==> src/common/mul_pkg.sv <==
package mul_pkg;

	// ********************************************************************
	// widths
	// ********************************************************************

	// operand and result word.
	localparam int XLEN = 64;

	// operand after sign extension by two bits.
	localparam int OPW = XLEN + 2;

	// partial product rows and tree.
	localparam int PROD_W = 2 * OPW;

	// one radix-4 digit per two multiplier bits.
	localparam int PP_NUM = OPW / 2;

	// booth rows plus the negate correction row.
	localparam int TREE_ROWS = PP_NUM + 1;

	// ********************************************************************
	// types
	// ********************************************************************

	// bit 0 is the multiplicand, bit 1 the multiplier.
	typedef enum logic [1:0] {
		SIGN_UU = 2'b00,
		SIGN_SU = 2'b01,
		SIGN_US = 2'b10,
		SIGN_SS = 2'b11
	} mul_sign_e;

	typedef struct packed {
		logic [XLEN-1:0] multiplicand;
		logic [XLEN-1:0] multiplier;
		logic            mulw;
		mul_sign_e       sign;
	} mul_req_t;

	// a is the multiplicand, b the multiplier.
	typedef struct packed {
		logic [OPW-1:0] a;
		logic [OPW-1:0] b;
	} wide_ops_t;

	// redundant form of the product as sum plus carry.
	typedef struct packed {
		logic [PROD_W-1:0] sum;
		logic [PROD_W-1:0] carry;
	} csa_pair_t;

endpackage

==> src/hdl/operand_prep.sv <==
`timescale 1ns/1ps

module operand_prep (
	input  logic              clk,
	input  logic              arst_n,
	input  logic              mul_valid,
	input  logic              flush,
	input  mul_pkg::mul_req_t req,
	output mul_pkg::wide_ops_t ops,
	output logic              ops_valid
);

	logic               accept;
	mul_pkg::wide_ops_t next_ops;

	// word ops take bit 31 as sign, then two extension bits.
	function automatic logic [mul_pkg::OPW-1:0] widen(
		input logic [mul_pkg::XLEN-1:0] x,
		input logic                     word,
		input logic                     is_signed
	);
		logic [mul_pkg::XLEN-1:0] v;
		v = word ? {{(mul_pkg::XLEN/2){x[mul_pkg::XLEN/2-1]}}, x[mul_pkg::XLEN/2-1:0]} : x;
		return {{2{is_signed & v[mul_pkg::XLEN-1]}}, v};
	endfunction

	assign accept = mul_valid & ~flush;

	assign next_ops.a = widen(req.multiplicand, req.mulw,
		req.sign inside {mul_pkg::SIGN_SU, mul_pkg::SIGN_SS});
	assign next_ops.b = widen(req.multiplier, req.mulw,
		req.sign inside {mul_pkg::SIGN_US, mul_pkg::SIGN_SS});

	always_ff @(posedge clk or negedge arst_n) begin
		if (!arst_n) begin
			ops_valid <= 1'b0;
		end else begin
			ops_valid <= accept;
		end
	end

	// stage 1 operands.
	always_ff @(posedge clk) begin
		if (accept) begin
			ops <= next_ops;
		end
	end

endmodule

==> config.mk <==
export PLATFORM = sky130hd
export DESIGN_NAME = operand_prep
export DESIGN_NICKNAME = d
export VERILOG_FILES = /design/src/common/mul_pkg.sv /design/src/hdl/operand_prep.sv
export SDC_FILE = /design/constraint.sdc
export NUM_CORES = 1
export LEC_CHECK = 0
export ABC_AREA = 1
export BUFFER_PORTS_ARGS = -buffer_cell sky130_fd_sc_hd__buf_2
export CAP_MARGIN = 20
export CORE_MARGIN = 2
export CORE_UTILIZATION = 43
export CTS_CLUSTER_SIZE = 30
export DETAILED_ROUTE_END_ITERATION = 10
export GPL_TIMING_DRIVEN = 0
export MAX_ROUTING_LAYER = met4
export PLACE_DENSITY = 0.89
export SLEW_MARGIN = 5
export SYNTH_ARGS = -nofsm -noshare
export SYNTH_HDL_FRONTEND = slang
export SYNTH_SLANG_ARGS = --single-unit
==> constraint.sdc <==
create_clock -name clk -period 0.8 [get_ports clk]
set_clock_uncertainty 0.05 [all_clocks]
set_input_delay 0.04 -clock clk [delete_from_list [all_inputs] [get_ports clk]]
set_output_delay 0.04 -clock clk [all_outputs]
set_load 0.005 [all_outputs]
Yosys cells after proc, flatten, opt, wreduce, memory -nomap -nowiden
Index checks and enable logic that the tools add are counted.
{"block": "op_classes", "n_mux": 2, "reduce_logical": 2, "n_eq_ne": 3, "bitwise": 4}
{"op": "$mux W64", "count": 2}
{"op": "$eq A2 B2 Y1 const B", "count": 2}
{"op": "$reduce_bool A2 Y1", "count": 2}
{"op": "$and A1 B1 Y1", "count": 3}
{"op": "$eq A2 B1 Y1 const B", "count": 1}
{"op": "$not A1 Y1", "count": 1}
{"block": "totals", "in_bits": 135, "out_inout_bits": 133, "register_bits": 131}

Depth between registers and ports, before layout
{"block": "logic_depth", "ltp_word": 3, "mapped_depth": 4, "ltp_nobuf": 3}

Least setup slack after synthesis
OpenSTA, ideal clock, no wires.
{"block": "synth_path", "kind": "input-to-reg", "startpoint": "input port mul_valid", "endpoint": "register ops_valid", "path_stages": 2, "n_path_buf": 0, "setup_time_ns": 0.703, "t_required_ns": 0.047, "slack_ns": -5.495, "arrival_ns": 5.542, "path_cell_list": "inv_1 nor2_1"}
{"block": "synth_between", "elab_chain_len": 1}
{"item": "start, declared", "line_no": "operand_prep.sv:6", "rtl": "input logic mul_valid,"}
{"item": "$and A1 B1 Y1", "line_no": "operand_prep.sv:27", "rtl": "assign accept = mul_valid & ~flush;"}
{"item": "named net accept", "line_no": "operand_prep.sv:13", "rtl": "logic accept;"}
{"item": "end signal, assigned", "line_no": "operand_prep.sv:38", "rtl": "ops_valid <= accept;"}
{"item": "end, declared", "line_no": "operand_prep.sv:10", "rtl": "output logic ops_valid"}
The timed path passes the listed nets, and every way through them passes these cells.
A chain may end at the register's enable or synchronous reset.

Worst setup path in the final report
{"block": "layout_path", "startpoint": "register, netlist name ops[130]", "endpoint": "output port ops[131] in the netlist's numbering"}
{"item": "end, declared", "line_no": "operand_prep.sv:9", "rtl": "output mul_pkg::wide_ops_t ops,"}
No word-level cell between the ends.

==> results list <==
- In this run the static leakage power is between 3 and 4 nW.
- The worst setup path is of the reg -> out kind.
- Routed WL: between 15 and 20 mm
- Commonest non-fill, non-tap cell in the layout: buf_2
* Time the worst path needs with I/O delays and setup: approximately 1300 ps
- Nets in the synthesized netlist: around 420
* Antenna violations before repair: 1
- Across the run, the number of max-cap violations was 0.
- Synth-to-Final Area Change: 79.1%
- Static timing analysis puts the maximum clock frequency at a little under 800 MHz.
* Final Hold Violating Endpoints: 8
* Cells along the critical path: buf_6, buf_6
- Floorplan core area: 10300 um2
- Drt first pass iters: 6
- Register area share after synthesis: 0.866
- The die is roughly 110 um tall.
- Layout cell share with drive strength beyond 1: 0.454
- Synth Area per Inst: approximately 16 um2
- TritonCTS Sinks: roughly 130
- Rel. slew slack: 0.809
- Final net count: about 840
- Number of violations reported at the end of detailed-routing iteration 0: around 300
* Routability Congestion: just under 0.8
- Setup violations remaining at the end of the flow were counted as a little under 200.
* Endpoint type of the worst setup path: primary output
* Least setup slack across all paths after layout: -493 ps
- On the critical path, the stage with the largest delay is an instance of edfxtp_1.
* Via density: a little under 5
- Post-detail-place hpwl: around 8.7 mm
* Clock buffer depth: 2
- The tree is rooted in a clkbuf_8.
* Fin. max-slew vios: 0
- The die covers between 10000 and 15000 um2.
* Width of the chip: 107 um
- PwrDens: 2190 nW/um2
* Startpoint type of the worst setup path: register
* Synthesis-stage register bit count: 131
- Global routing finished with a remaining overflow of 0.
- TritonCTS built the clock tree.
* Critical path required time: 710 ps
- Setup repair after global routing could not meet its margin everywhere.
- After detailed routing, the average wire length per cell comes to 18.3 um.
* Count of vias placed by the detailed router: 4126
* Slew of the pin with the lowest slew margin: about 290 ps
- Worst setup path startpoint: ops[130]$_DFFE_PP_
* All-layer global routing usage: 0.279
* Number of I/O pins: around 270
- Data arrival time of the worst path: roughly 1200 ps
- After filler insertion, the fill cell instance count of the layout stands at 560.
- Port bufs: roughly 270
- Entering global routing, the biggest net connects 37 pins.
- Number of global-route vias before repair: roughly 4.3k
- Final hold slack: -118 ps
- Maximum single-stage delay on the critical path: 450 ps
* Commonest cells after routing, fill and taps aside: 269 x buf_2, 132 x dlygate4sd3_1, 130 x edfxtp_1
* Cell seen most often among critical-path stages: buf_6
- For this run, design rule violations remaining after detail routing come to 0.
- Synth warn: 0
- Initial core utilization: 0.442
- Largest driver fanout on the critical path: 2
- Launch point of the worst hold path: flush
* Wire length of the first global-routing pass: 22.7 mm
- The run finished, with violations left.
- Core Rows: 37
- Summing every instance area after synthesis gives about 4500 um2.
* Total power of the final layout: around 18 mW
- The H-tree generated during clock tree synthesis spans 4 levels.
* Path type of the worst min-delay path: in -> reg
- After clock tree synthesis, the clock-pin slew on the worst setup and hold paths is roughly 60 ps.
- Number of instances in the synthesized netlist: roughly 280
* Core utilization of the finished layout: 0.791
- Number of clock buffers inserted by TritonCTS: 17
- Final period util: 1.62
- The detail route stage leaves a number of antenna-violating nets equal to 0.
- The synthesized netlist contains 9 unique library cells.
- IR analysis of the VDD net gives a maximum drop of approximately 1.5 mV.
- Violated checks: hold timing, setup timing
==> per-stage QoR <==
step	instances	area, um2	setup WS [ps]	setup TNS [ps]
6_report	859	8130	-493	-50280
5_1_grt	859	8130	-525	-56360
4_1_cts	856	8090	-527	-55160
3_5_place_dp	689	6150	-623	-72650
3_3_place_gp	685	6060	-2430	-327520
2_1_floorplan	282	4560	-1650	-216120
==> Yosys cell counts <==
master    instances  share of area
edfxtp_1        130           0.86
nand2_1         130           0.11
buf_4             9          0.015
buf_2             5         0.0055
inv_1             3         0.0025
a21oi_1           2         0.0022
dfrtp_1           1         0.0055
inv_2             1        0.00083
nor2_1            1        0.00083
==> sequential cells by signal (all words and copies together), names as in the netlist <==
name and count:
ops 130, ops_valid 1
==> where the power goes <==
| group | total [mW] | switching (mW) | internal [mW] |
|---|---|---|---|
| clock network | 7.47 | 3.02 | 4.45 |
| registers | 8.26 | 0.145 | 8.11 |
| logic | 2.07 | 0.921 | 1.15 |
==> repair_timing <==
item,in CTS,in global routing
pin swaps,1,2
buffers inserted,2,2
endpoints found under the hold margin,158,34
hold buffers,133,2
resized for setup,3,11
cloned,0,1
setup endpoints to repair,158,199
==> cell type report <==
class                   count  area (um2)  share of cell area
inverters                   4        27.5             0.00339
multi-input cells         133         523              0.0643
plain buffers              14         113              0.0139
well taps                 136         170              0.0209
clock inverters            15         156              0.0192
diodes                      1        2.50            0.000308
clock buffers              17         414              0.0510
repair buffers            408        2790               0.344
flip-flops and latches    131        3930               0.483
==> layer usage <==
metal  up-vias  global-route usage  part of all wire
met1      1952               0.293              0.34
met3        40              0.0748             0.097
met4         0               0.108             0.028
li1       1838                   -                 -
met2       296               0.502              0.54
met5         -                   -                 0
==> final timing paths <==
path                       slack, ps                  end  cells past startpoint
setup / recovery                -490             ops[131]                      2
hold / removal                  -120  ops_valid$_DFF_PN0_                      3
max in group asynchronous        270  ops_valid$_DFF_PN0_                      3
min in group asynchronous        330  ops_valid$_DFF_PN0_                      3
==> cell families (layout without fill, tap and decap cells) <==
logic type	Yosys count	in the layout	synth area share
buffers and inverters	18	458	0.0237
AO/OA/AOI/OAI	2	2	0.00221
AND/OR/NAND/NOR	131	131	0.108
other	0	1	0
flip-flops	131	131	0.866
==> critical path, delay by kind of cell, from the launching register on <==
kind | cells | cell delay (ps)
DFF | 1 | 450
buffers and inverters | 2 | 250
Power figures use the tool's default switching activity.
